<file path="config.mk">
export PLATFORM = sky130hd
export DESIGN_NAME = blank_delay
export DESIGN_NICKNAME = d
export VERILOG_FILES = /design/src/hw/colmix_pkg.sv /design/src/hw/blank_delay.sv
export VERILOG_INCLUDE_DIRS = /design/src /design/src/include
export SDC_FILE = /design/constraint.sdc
export NUM_CORES = 1
export LEC_CHECK = 0
export BUFFER_PORTS_ARGS = -buffer_cell sky130_fd_sc_hd__buf_2
export CAP_MARGIN = 20
export CORE_UTILIZATION = 55
export CTS_CLUSTER_DIAMETER = 200
export DETAILED_ROUTE_END_ITERATION = 8
export PLACE_DENSITY = 0.76
export RECOVER_POWER = 100
export SKIP_CTS_REPAIR_TIMING = 1
export SYNTH_ARGS = -nofsm -noshare
export SYNTH_HDL_FRONTEND = slang
export SYNTH_SLANG_ARGS = --single-unit
</file>
<file path="constraint.sdc">
create_clock -name clk -period 1.1 [get_ports clk]
set_clock_uncertainty 0.1 [all_clocks]
set_input_delay 0.11 -clock clk [delete_from_list [all_inputs] [get_ports clk]]
set_output_delay 0.11 -clock clk [all_outputs]
set_load 0.005 [all_outputs]
</file>
<file path="src/include/colmix_macros.svh">
// width and pipeline-depth macros for the colour mixer, included by the RTL and the testbench
`ifndef COLMIX_MACROS_SVH
`define COLMIX_MACROS_SVH

// palette address on the video side, 4K colours
`define COLMIX_PAL_AW 12

// cpu word address, 8K words
// video side only ever sees the lower half
`define COLMIX_CPU_AW 13

// palette word and cpu data bus
`define COLMIX_DATA_W 16

// one colour component, 4 palette bits plus the extra lsb
`define COLMIX_COLOR_W 5

// colour stages inside blank_delay
// priority and shade stages add two more, so 4 pixels in total
`define COLMIX_BLANK_DLY 2

`endif

</file>
<file path="src/hw/colmix_pkg.sv">
// video pixel-path types of the colour mixer, imported by the RTL blocks and the testbench
`include "colmix_macros.svh"

package colmix_pkg;

    // one pixel from every layer generator, sampled together on pxl_cen
    typedef struct packed {
        logic [10:0] tmap_addr;   // tile mapper palette index
        logic [13:0] obj_pxl;     // sprite pixel incl. priority bits
        logic [7:0]  road_pxl;
        logic        rc3;         // road control
        logic        sa;
        logic        sb;
        logic        fix;         // fixed text layer on top
        logic        shadow;
    } layer_in_t;

    // final colour, red in the upper bits
    typedef struct packed {
        logic [`COLMIX_COLOR_W-1:0] red;
        logic [`COLMIX_COLOR_W-1:0] green;
        logic [`COLMIX_COLOR_W-1:0] blue;
    } rgb_t;

    // layer picked by the priority equations
    typedef enum logic [1:0] {
        LAYER_ROAD,
        LAYER_TILE,
        LAYER_OBJ
    } layer_sel_e;

    // shadow / highlight mode
    typedef enum logic [1:0] {
        SHADE_NONE,
        SHADE_DIM,
        SHADE_LIGHT
    } shade_e;

endpackage

</file>
<file path="src/hw/blank_delay.sv">
// blanking alignment stage, delays blanks and colour and forces black while blanked
`timescale 1ns/1ps
`include "colmix_macros.svh"

module blank_delay (
    input  logic             clk,
    input  logic             rst_n,
    input  logic             pxl_cen,
    input  logic             pre_lhbl,
    input  logic             pre_lvbl,
    input  colmix_pkg::rgb_t rgb_in,
    output logic             lhbl,
    output logic             lvbl,
    output colmix_pkg::rgb_t rgb
);

    import colmix_pkg::*;

    // blanks skip the priority and shade stages, so they need two more taps
    localparam int BLANK_STAGES = `COLMIX_BLANK_DLY + 2;

    logic [BLANK_STAGES-1:0]          hbl_sr;
    logic [BLANK_STAGES-1:0]          vbl_sr;
    rgb_t [`COLMIX_BLANK_DLY-1:0]     col_sr;
    logic                             active;

    // both blanks are active low, high means visible
    assign active = hbl_sr[BLANK_STAGES-1] && vbl_sr[BLANK_STAGES-1];

    always_ff @(posedge clk or negedge rst_n) begin
        if (!rst_n) begin
            hbl_sr <= '0;
            vbl_sr <= '0;
            col_sr <= '0;
            lhbl   <= 1'b0;
            lvbl   <= 1'b0;
            rgb    <= '0;
        end else if (pxl_cen) begin
            hbl_sr <= {hbl_sr[BLANK_STAGES-2:0], pre_lhbl};
            vbl_sr <= {vbl_sr[BLANK_STAGES-2:0], pre_lvbl};
            col_sr[0] <= rgb_in;
            for (int i = 1; i < `COLMIX_BLANK_DLY; i++) begin
                col_sr[i] <= col_sr[i-1];
            end
            // output stage, blanks and colour line up here
            lhbl <= hbl_sr[BLANK_STAGES-1];
            lvbl <= vbl_sr[BLANK_STAGES-1];
            rgb  <= active ? col_sr[`COLMIX_BLANK_DLY-1] : '0;
        end
    end

endmodule

</file>
==> out/metrics.json, run 1 <==
{
  "outcome": "finished clean",
  "synth_warnings": 0,
  "critical_path_cell_by_cell": "buf_2",
  "floorplan.initialDensity_pct": 57.6,
  "timing.max_cap.violations": 0,
  "critPathCaptureType": "primary output",
  "max_slew_margin_pct": 67.9,
  "cts_tree": "yes",
  "place_ws_ns": 0.0899,
  "post_drt_via_cell_ratio": 4.88,
  "crit_family": "flip-flops",
  "clk_path_buf_depth": 2,
  "post-place-cells": 233,
  "number_of_buffers_added_by_the_clock_tree_synthesis_step": 5,
  "wire_length_of_the_first_global_routing_pass_mm": 6.07,
  "design.final.nets": 228,
  "post_route_cells_drive_above_1_share_pct": 20.6,
  "gr-usage-all-layers_pct": 19.5,
  "grt_antenna_before_repair": 0,
  "syn-mean-instance-area_um2": 15.4,
  "path_clk_slew_ns": 0.09,
  "power-per-cell-area_nw_per_um2": 1640,
  "synthTopCellsByArea": "sky130_fd_sc_hd__dfrtp_1 60%, sky130_fd_sc_hd__mux2_4 26%, sky130_fd_sc_hd__o22ai_1 4.1%",
  "worst_setup_path_start_kind": "flop",
  "required_time_at_the_worst_slack_endpoint_ns": 0.89,
  "layout_worst_path_cycle_share_pct": 94.6,
  "critical_path_peak_fanout": 2,
  "synthMostInstantiatedCell": "sky130_fd_sc_hd__dfrtp_1",
  "mappedNetlistArea_um2": 2300,
  "path_class": "reg -> out",
  "finalHoldViolations": 0,
  "power.leakage_nw": 1.22,
  "drt-pass1-iter-count": 4,
  "regToRegStartpoint": "hbl_sr[3]",
  "area_share_of_the_largest_cell_type_after_synthesis_pct": 59.8,
  "worst_pin_slew_ns": 0.481,
  "drt-initial-drc-count": 71,
  "route.detailed.drc": 0,
  "synth_top_area_cell": "sky130_fd_sc_hd__dfrtp_1",
  "num_vias": 1263,
  "grt_setup_unrepaired": "false",
  "routed_wirelength_mm": 3.70,
  "port_buffers": 36,
  "die-width_um": 66.7,
  "num_antenna_cells": 0,
  "clock_tree.htree_level_count": 2,
  "route.detailed.wl_per_inst_um": 14.3,
  "chipHeight_um": 66.7,
  "setup_viol": 0,
  "post_synthesis_cell_type_count": 9,
  "worstPathBufferInverterCount": 1,
  "worst_slack_ns": 0.0593,
  "remaining_number_of_nets_flagged_by_the_antenna_check_after_routing": 0,
  "syn_inst": 150,
  "mappedNetlistNets": 170,
  "totalNegativeSetupSlack_ns": 0,
  "routabilityCongestion": 0.742,
  "finalWorstPathRequiredPeriod_ns": 1.04,
  "report.power.total_mw": 4.34,
  "synth_edf_count": 0,
  "clk_root_buffer_cell": "sky130_fd_sc_hd__clkbuf_8",
  "hpwl_mm": 2.43,
  "min_from": "pxl_cen",
  "total_number_of_clock_tree_sinks": 55,
  "global_route.overflow_total": 0,
  "netlist_top_cells_count": "55 x sky130_fd_sc_hd__dfrtp_1, 40 x sky130_fd_sc_hd__mux2_4, 16 x sky130_fd_sc_hd__nand2_1",
  "critical_path.slowest_cell": "sky130_fd_sc_hd__dfrtp_1",
  "die_outline_area_um2": 4450,
  "grt_pass1_vias": 1240,
  "seq_area_frac_synth_pct": 59.8,
  "slew_viol_final": 0,
  "worst-endpoint-arrival_ns": 0.83,
  "fp.coreArea_um2": 4000,
  "max-vdd-ir-drop_mv": 1.00,
  "rows": 23,
  "clock.fmax_ghz": 0.961,
  "area.growth.synth_to_final_pct": 14.8,
  "ys_seq_elements": 55,
  "share_of_synthesized_registers_carrying_an_async_set_or_reset_pct": 100,
  "ios": 37,
  "clk-insertion-delay-late_ns": 0.30,
  "setup.worst_path.start": "rgb[10]",
  "worst_min_path_class": "in -> reg",
  "layoutNonFillerInstCount": 259,
  "ys_dominant_reg_cell": "sky130_fd_sc_hd__dfrtp_1",
  "crit_path_max_incr_delay_ns": 0.40,
  "grt_start_max_net_pins": 56
}
per-layer routing:
layer / vias to the layer above / part of all wire [%] / track usage (%)
li1: 622 / - / -
met5: - / 0 / 0
met4: 0 / 1.8 / 9.57
met2: 25 / 46 / 27.8
met1: 612 / 48 / 27.0
met3: 4 / 3.7 / 5.65
state kept, by name (all words and copies together) (netlist names):
register	cells
lvbl	1
col_sr	30
hbl_sr	4
rgb	15
vbl_sr	4
lhbl	1
stage by stage:
stage | util (%) | area (µm²) | hold slack (ns)
2_1_floorplan | - | 2300 | -0.286
3_3_place_gp | 63.2 | 2530 | 0.0199
3_5_place_dp | 63.2 | 2530 | 0.0279
4_1_cts | 65.7 | 2630 | -0.308
5_1_grt | 66.1 | 2640 | 0.152
6_report | 66.1 | 2640 | 0.150
layout make-up:
| type | count | area (µm²) |
|---|---|---|
| fill | 326 | 1360 |
| inverter | 15 | 56.3 |
| timing repair buffer | 60 | 440 |
| clock buffer | 8 | 100 |
| sequential | 55 | 1380 |
| tap | 50 | 62.6 |
| multi-input combinational | 71 | 608 |
worst paths after layout:
check | slack (ns) | to | depth (start not counted)
setup reg to reg | 0.10 | rgb[8] | 3
max in group asynchronous | 0.28 | col_sr[6] | 3
hold / removal | 0.15 | col_sr[13] | 3
hold reg to reg | 0.39 | col_sr[3] | 1
setup / recovery | 0.06 | rgb[10] | 1
min in group asynchronous | 0.28 | col_sr[10] | 3
report_power, final:
group / internal, mW / switching, mW / leakage [nW] / total [mW]
Clock: 0.575 / 0.604 / 0.0515 / 1.18
Combinational: 0.376 / 0.313 / 0.493 / 0.689
Sequential: 2.31 / 0.158 / 0.672 / 2.47
layout by cell type, fill, tap and decap left out:
master	count
sky130_fd_sc_hd__buf_12	3
sky130_fd_sc_hd__buf_2	28
sky130_fd_sc_hd__buf_4	3
sky130_fd_sc_hd__buf_6	1
sky130_fd_sc_hd__clkbuf_1	8
sky130_fd_sc_hd__clkbuf_8	7
sky130_fd_sc_hd__dfrtp_1	55
sky130_fd_sc_hd__dlygate4sd3_1	18
sky130_fd_sc_hd__inv_1	15
sky130_fd_sc_hd__mux2_1	39
sky130_fd_sc_hd__mux2_4	1
sky130_fd_sc_hd__nand2_1	16
sky130_fd_sc_hd__o22ai_1	15
tightest hold or removal path, stage by stage:
cell and delay (ns):
sky130_fd_sc_hd__buf_4 0.12, sky130_fd_sc_hd__buf_4 0.16, sky130_fd_sc_hd__mux2_1 0.13
logic make-up after synthesis:
family	synth area share (%)
simple gates	2.61
mux	26.1
compound gates	4.07
flops	59.8
buf+inv	7.50
No activity file was read; power rests on OpenSTA's default activity.
==> run 2: changes to the inputs <==
--- a/config.mk
+++ b/config.mk
@@ -8,12 +8,14 @@
 export LEC_CHECK = 0
 export BUFFER_PORTS_ARGS = -buffer_cell sky130_fd_sc_hd__buf_2
 export CAP_MARGIN = 20
+export CORE_ASPECT_RATIO = 0.6
 export CORE_UTILIZATION = 55
 export CTS_CLUSTER_DIAMETER = 200
 export DETAILED_ROUTE_END_ITERATION = 8
-export PLACE_DENSITY = 0.76
+export PLACE_DENSITY_LB_ADDON = 0.15
 export RECOVER_POWER = 100
 export SKIP_CTS_REPAIR_TIMING = 1
+export SKIP_LAST_GASP = 1
 export SYNTH_ARGS = -nofsm -noshare
 export SYNTH_HDL_FRONTEND = slang
 export SYNTH_SLANG_ARGS = --single-unit
==> run 2 against run 1 <==
  * Clock-buffer cell count fell by 3
  * Sequential cell count stayed put
  * Non-clock buffer count increased by 1
  * Cell count decreased by 0.77%
  * Setup slack worse by 0.0027 ns
  * Critical path type unchanged
  * Critical endpoint unchanged
  * Largest power group unchanged
==> out/metrics.json, run 2 (synthesized netlist as in run 1, its figures left out) <==
{
  "finalWorstPathRequiredPeriod": {"value": 1.04, "unit": "ns", "change": "+0.00267 ns"},
  "worstPathBufferInverterCount": {"value": 1, "change": "unchanged"},
  "worst_slack": {"value": 0.0566, "unit": "ns", "change": "-0.00267 ns"},
  "grt_pass1_vias": {"value": 1174, "change": "-5.3%"},
  "die-width": {"value": 85.5, "unit": "µm", "change": "+28%"},
  "crit_end": "rgb[10]",
  "route.detailed.wl_per_inst": {"value": 15.3, "unit": "µm", "change": "+7.4%"},
  "num_antenna_cells": {"value": 0, "change": "unchanged"},
  "remaining_number_of_nets_flagged_by_the_antenna_check_after_routing": {"value": 0, "change": "unchanged"},
  "cts_tree": "yes",
  "rows": {"value": 17, "change": "-26%"},
  "grt_start_max_net_pins": {"value": 56, "change": "unchanged"},
  "report.power.total": {"value": 4.70, "unit": "mW", "change": "+8.4%"},
  "hpwl": {"value": 2.59, "unit": "mm", "change": "+6.7%"},
  "registers.top_by_ff_count": "col_sr",
  "global_route.overflow_total": {"value": 0, "change": "unchanged"},
  "total_number_of_clock_tree_sinks": {"value": 55, "change": "unchanged"},
  "chipHeight": {"value": 52.1, "unit": "µm", "change": "-22%"},
  "totalNegativeSetupSlack": {"value": 0, "unit": "ns", "change": "unchanged"},
  "power.leakage": {"value": 1.25, "unit": "nW", "change": "+3.0%"},
  "largest_register_ff_count": {"value": 30, "change": "unchanged"},
  "worst-endpoint-arrival": {"value": 0.83, "unit": "ns", "change": "about the same"},
  "fillCellCount": {"value": 282, "change": "-13%"},
  "clock.fmax": {"value": 0.958, "unit": "GHz", "change": "-0.26%"},
  "outcome": "finished clean",
  "clk_root_buffer_cell": "sky130_fd_sc_hd__clkbuf_8",
  "slew_viol_final": {"value": 0, "change": "unchanged"},
  "regToRegStartpoint": "vbl_sr[3]",
  "number_of_buffers_added_by_the_clock_tree_synthesis_step": {"value": 5, "change": "unchanged"},
  "routed_wirelength": {"value": 3.94, "unit": "mm", "change": "+6.5%"},
  "critical_path_cell_by_cell": "buf_2",
  "drt-initial-drc-count": {"value": 115, "change": "+62%"},
  "path_clk_slew": {"value": 0.09, "unit": "ns", "change": "about the same"},
  "max-vdd-ir-drop": {"value": 1.07, "unit": "mV", "change": "+6.2%"},
  "critical_path_peak_fanout": {"value": 2, "change": "unchanged"},
  "critical_path.slowest_cell": "sky130_fd_sc_hd__dfrtp_1",
  "max_slew_margin": {"value": 68.3, "unit": "%", "change": "+0.35 points"},
  "grt_setup_unrepaired": "false",
  "wire_length_of_the_first_global_routing_pass": {"value": 5.93, "unit": "mm", "change": "-2.3%"},
  "area.growth.synth_to_final_pct": 17.2,
  "routabilityCongestion": {"value": 0.690, "change": "-7.0%"},
  "clk-insertion-delay-late": {"value": 0.30, "unit": "ns", "change": "about the same"},
  "drt-pass1-iter-count": {"value": 4, "change": "unchanged"},
  "most-common-layout-cells": "55 x sky130_fd_sc_hd__dfrtp_1, 40 x sky130_fd_sc_hd__mux2_1, 33 x sky130_fd_sc_hd__buf_2, 18 x sky130_fd_sc_hd__dlygate4sd3_1, 16 x sky130_fd_sc_hd__nand2_1",
  "worst_setup_path_start_kind": "flop",
  "critPathCaptureType": "primary output",
  "layout_worst_path_cycle_share": {"value": 94.9, "unit": "%", "change": "+0.24 points"},
  "num_vias": {"value": 1256, "change": "-0.55%"},
  "crit_family": "flip-flops",
  "power-per-cell-area": {"value": 1740, "unit": "nW/µm²", "change": "+6.2%"},
  "design.final.nets": {"value": 229, "change": "+0.44%"},
  "path_class": "reg -> out",
  "floorplan.initialDensity": {"value": 60.2, "unit": "%", "change": "+2.6 points"},
  "port_buffers": {"value": 36, "change": "unchanged"},
  "clock_tree.htree_level_count": {"value": 2, "change": "unchanged"},
  "worst_min_path_class": "in -> reg",
  "clk_path_buf_depth": {"value": 2, "change": "unchanged"},
  "path_depth": {"value": 1, "change": "unchanged"},
  "multi_input_area": {"value": 604, "unit": "µm²", "change": "-0.62%"},
  "gr-usage-all-layers": {"value": 18.4, "unit": "%", "change": "-1.1 points"},
  "ios": {"value": 37, "change": "unchanged"},
  "timing.max_cap.violations": {"value": 0, "change": "unchanged"},
  "r2r_end": "rgb[11]",
  "timing.reg2reg.worst_path_depth": {"value": 3, "change": "unchanged"},
  "post_route_cells_drive_above_1_share": {"value": 23.3, "unit": "%", "change": "+2.8 points"},
  "setup_viol": {"value": 0, "change": "unchanged"},
  "finalHoldViolations": {"value": 0, "change": "unchanged"},
  "setup.worst_path.start": "rgb[10]",
  "required_time_at_the_worst_slack_endpoint": {"value": 0.89, "unit": "ns", "change": "about the same"},
  "worst_pin_slew": {"value": 0.476, "unit": "ns", "change": "-0.00518 ns"},
  "largestRegisters": "col_sr (30), rgb (15)",
  "setup.reg_to_reg.worst_slack": {"value": 0.13, "unit": "ns", "change": "+0.03 ns"},
  "post_drt_via_cell_ratio": {"value": 4.89, "change": "+0.22%"},
  "fp.coreArea": {"value": 3830, "unit": "µm²", "change": "-4.3%"},
  "place_ws": {"value": 0.0900, "unit": "ns", "change": "+0.0000724 ns"},
  "route.detailed.drc": {"value": 0, "change": "unchanged"},
  "die_outline_area": {"value": 4460, "unit": "µm²", "change": "+0.19%"},
  "crit_path_max_incr_delay": {"value": 0.40, "unit": "ns", "change": "about the same"},
  "register_area": {"value": 1380, "unit": "µm²", "change": "unchanged"},
  "grt_antenna_before_repair": {"value": 0, "change": "unchanged"},
  "mostFrequentLayoutCell": "sky130_fd_sc_hd__dfrtp_1"
}
[run 2: layout make-up]
class / instances / share of cell area, %
Sequential cell: 55 / 51.0
Inverter: 15 / 2.09
Clock buffer: 5 / 2.55
Tap cell: 47 / 2.18
Multi-Input combinational cell: 71 / 22.4
Timing Repair Buffer: 61 / 17.3
Clock inverter: 3 / 2.50
[run 2: worst min-delay path by stage]
stage,start,endpoint,depth (start not counted)
6_report,pxl_cen,vbl_sr[0],3
5_1_grt,pxl_cen,hbl_sr[1],3
4_1_cts,rst_n,lhbl,2
3_5_place_dp,rst_n,vbl_sr[0],2
3_3_place_gp,rst_n,vbl_sr[1],2
2_1_floorplan,rst_n,col_sr[0],0
[run 2: routing by layer]
layer	global-route usage, %	up-vias	share of wire (%)	routed length (µm)
met5	0	-	0	0
met3	4.29	4	3.4	135
met4	8.33	0	1.4	57
li1	-	622	-	-
met2	26.8	32	46	1810
met1	26.5	598	49	1940
[run 2: through the flow]
stage	hold WS (ns)	instances	area [µm²]	utilization (%)
after global placement	0.0171	231	2540	66.4
after global routing	0.171	257	2700	70.5
after floorplan	-0.286	150	2300	-
after CTS	-0.307	239	2680	70.0
final	0.156	257	2700	70.5
after detailed placement	0.0294	231	2540	66.4
[run 2: power breakdown]
part           switching [mW]  internal, mW
clock                   0.625         0.907
combinational           0.311         0.380
sequential              0.167          2.31
==> run 3: changes to the inputs <==
--- a/config.mk
+++ b/config.mk
@@ -13,7 +13,6 @@
 export CTS_CLUSTER_DIAMETER = 200
 export DETAILED_ROUTE_END_ITERATION = 8
 export PLACE_DENSITY_LB_ADDON = 0.15
-export RECOVER_POWER = 100
 export SKIP_CTS_REPAIR_TIMING = 1
 export SKIP_LAST_GASP = 1
 export SYNTH_ARGS = -nofsm -noshare
==> run 3 against run 2 <==
  * Non-clock buffer count is the same
  * Via count grew 2.2%
  * Maximum frequency is essentially flat
  * Sequential share of layout area shrank 2.9 points
  * Sequential cell count unchanged
  * Setup slack is essentially flat
  * Critical path type unchanged
==> out/metrics.json, run 3 (synthesized netlist as in run 1, its figures left out) <==
{
  "drt-initial-drc-count": {"value": 103, "change": "-10%"},
  "critical_path.slowest_cell": "sky130_fd_sc_hd__dfrtp_1",
  "wire_length_of_the_first_global_routing_pass": {"value": 5.93, "unit": "mm", "change": "unchanged"},
  "p_int": {"value": 3.78, "unit": "mW", "change": "+5.0%"},
  "grt_antenna_before_repair": {"value": 0, "change": "unchanged"},
  "whs_path_depth": {"value": 3, "change": "unchanged"},
  "switching_share": {"value": 23.0, "unit": "%", "change": "-0.47 points"},
  "area.growth.synth_to_final_pct": 24.2,
  "port_buffers": {"value": 36, "change": "unchanged"},
  "worst_setup_path_start_kind": "flop",
  "routabilityCongestion": {"value": 0.690, "change": "unchanged"},
  "required_time_at_the_worst_slack_endpoint": {"value": 0.89, "unit": "ns", "change": "about the same"},
  "finalWorstPathRequiredPeriod": {"value": 1.04, "unit": "ns", "change": "-0.000403 ns"},
  "worstPathBufferInverterCount": {"value": 1, "change": "unchanged"},
  "share_clk_of_total_power": {"value": 31.2, "unit": "%", "change": "-1.4 points"},
  "die-width": {"value": 85.5, "unit": "µm", "change": "unchanged"},
  "r2r_end": "rgb[11]",
  "switchingPower": {"value": 1.13, "unit": "mW", "change": "+2.3%"},
  "cts_tree": "yes",
  "critical_path_peak_fanout": {"value": 2, "change": "unchanged"},
  "mostFrequentLayoutCell": "sky130_fd_sc_hd__dfrtp_1",
  "timing.reg2reg.worst_path_depth": {"value": 3, "change": "unchanged"},
  "total_number_of_clock_tree_sinks": {"value": 55, "change": "unchanged"},
  "power-per-cell-area": {"value": 1720, "unit": "nW/µm²", "change": "-1.5%"},
  "route.detailed.drc": {"value": 0, "change": "unchanged"},
  "largestRegisters": "col_sr (30), rgb (15)",
  "post-place-cells": {"value": 231, "change": "unchanged"},
  "max-vdd-ir-drop": {"value": 1.14, "unit": "mV", "change": "+6.5%"},
  "crit_path_max_incr_delay": {"value": 0.40, "unit": "ns", "change": "about the same"},
  "registers.top_by_ff_count": "col_sr",
  "crit_family": "flip-flops",
  "critical_path_cell_by_cell": "buf_2",
  "grt_setup_unrepaired": "false",
  "remaining_number_of_nets_flagged_by_the_antenna_check_after_routing": {"value": 0, "change": "unchanged"},
  "path_class": "reg -> out",
  "worst_min_path_class": "in -> reg",
  "clock.fmax": {"value": 0.959, "unit": "GHz", "change": "about the same"},
  "setup.reg_to_reg.worst_slack": {"value": 0.12, "unit": "ns", "change": "about the same"},
  "register_area": {"value": 1380, "unit": "µm²", "change": "unchanged"},
  "worst-endpoint-arrival": {"value": 0.83, "unit": "ns", "change": "about the same"},
  "largest_register_ff_count": {"value": 30, "change": "unchanged"},
  "drt-pass1-iter-count": {"value": 4, "change": "unchanged"},
  "most-common-layout-cells": "55 x sky130_fd_sc_hd__dfrtp_1, 40 x sky130_fd_sc_hd__mux2_4, 35 x sky130_fd_sc_hd__buf_2, 18 x sky130_fd_sc_hd__dlygate4sd3_1, 16 x sky130_fd_sc_hd__nand2_1",
  "rows": {"value": 17, "change": "unchanged"},
  "timing.max_cap.violations": {"value": 0, "change": "unchanged"},
  "multi_input_area": {"value": 754, "unit": "µm²", "change": "+25%"},
  "clk_path_buf_depth": {"value": 2, "change": "unchanged"},
  "design_area": {"value": 2860, "unit": "µm²", "change": "+6.0%"},
  "grt_start_max_net_pins": {"value": 56, "change": "unchanged"},
  "outcome": "finished clean",
  "path_clk_slew": {"value": 0.09, "unit": "ns", "change": "about the same"},
  "placement.cell_area": {"value": 2540, "unit": "µm²", "change": "unchanged"},
  "clk-insertion-delay-late": {"value": 0.30, "unit": "ns", "change": "about the same"},
  "num_vias": {"value": 1284, "change": "+2.2%"},
  "layoutNonFillerInstCount": {"value": 257, "change": "unchanged"},
  "fillCellCount": {"value": 232, "change": "-18%"},
  "worst_pin_slew": {"value": 0.285, "unit": "ns", "change": "-0.191 ns"},
  "number_of_buffers_added_by_the_clock_tree_synthesis_step": {"value": 5, "change": "unchanged"},
  "max_slew_margin": {"value": 81.0, "unit": "%", "change": "+13 points"},
  "global_route.overflow_total": {"value": 0, "change": "unchanged"},
  "ios": {"value": 37, "change": "unchanged"},
  "crit_end": "rgb[10]",
  "gr-usage-all-layers": {"value": 18.4, "unit": "%", "change": "unchanged"},
  "clock_tree.htree_level_count": {"value": 2, "change": "unchanged"},
  "clk_root_buffer_cell": "sky130_fd_sc_hd__clkbuf_8",
  "design.final.nets": {"value": 229, "change": "unchanged"},
  "report.power.total": {"value": 4.91, "unit": "mW", "change": "+4.4%"},
  "fp.coreArea": {"value": 3830, "unit": "µm²", "change": "unchanged"},
  "floorplan.initialDensity": {"value": 60.2, "unit": "%", "change": "unchanged"},
  "post_drt_via_cell_ratio": {"value": 5.00, "change": "+2.2%"},
  "regToRegStartpoint": "vbl_sr[3]",
  "chipHeight": {"value": 52.1, "unit": "µm", "change": "unchanged"},
  "post_route_cells_drive_above_1_share": {"value": 43.3, "unit": "%", "change": "+20 points"},
  "setup.worst_path.start": "rgb[10]",
  "num_antenna_cells": {"value": 0, "change": "unchanged"},
  "totalNegativeSetupSlack": {"value": 0, "unit": "ns", "change": "unchanged"},
  "pwr-share-comb": {"value": 17.9, "unit": "%", "change": "+3.2 points"},
  "p_seq_share": {"value": 50.9, "unit": "%", "change": "-1.8 points"},
  "finalHoldViolations": {"value": 0, "change": "unchanged"},
  "power.leakage": {"value": 1.43, "unit": "nW", "change": "+14%"},
  "die_outline_area": {"value": 4460, "unit": "µm²", "change": "unchanged"},
  "route.detailed.wl_per_inst": {"value": 15.4, "unit": "µm", "change": "+0.30%"},
  "setup_viol": {"value": 0, "change": "unchanged"},
  "path_depth": {"value": 1, "change": "unchanged"},
  "layout_worst_path_cycle_share": {"value": 94.8, "unit": "%", "change": "about the same"},
  "hpwl": {"value": 2.59, "unit": "mm", "change": "unchanged"},
  "critPathCaptureType": "primary output",
  "grt_pass1_vias": {"value": 1174, "change": "unchanged"},
  "slew_viol_final": {"value": 0, "change": "unchanged"},
  "routed_wirelength": {"value": 3.95, "unit": "mm", "change": "+0.30%"}
}
==> run 3: worst min path at each step <==
stage / start / endpoint / slack (ns)
4_1_cts: rst_n / lhbl / -0.31
3_3_place_gp: rst_n / vbl_sr[1] / 0.02
6_report: pxl_cen / col_sr[27] / 0.19
2_1_floorplan: rst_n / col_sr[0] / -0.29
5_1_grt: pxl_cen / col_sr[13] / 0.19
3_5_place_dp: rst_n / vbl_sr[0] / 0.03
==> run 3: power by group through the flow <==
stage                     Sequential, mW  Clock (mW)  Combinational (mW)
final                               2.50        1.53               0.879
after global routing                2.53        1.64               0.955
after CTS                           2.50        1.57               0.838
after global placement              2.51           0               0.804
after floorplan                     2.49           0               0.553
after detailed placement            2.53           0               0.837
==> run 3: stage by stage <==
step | worst slack [ns] | hold WS [ns] | util [%]
after floorplan | 0.0831 | -0.286 | -
after global placement | 0.116 | 0.0171 | 66.4
after detailed placement | 0.0900 | 0.0294 | 66.4
after CTS | 0.0448 | -0.307 | 70.0
after global routing | 0.0179 | 0.195 | 74.7
final | 0.0570 | 0.193 | 74.7
==> run 3: area by class of cell <==
class,count,share of cell area (%)
flip-flops and latches,55,48.1
multi-input cells,71,26.4
repair buffers,61,16.7
clock buffers,5,2.41
clock inverters,3,2.36
well taps,47,2.06
inverters,15,1.97
==> run 3: per-layer routing <==
metal	wire length [µm]	global-route usage [%]
met2	1850	26.8
met1	1900	26.5
met4	57	8.33
met5	0	0
met3	140	4.29
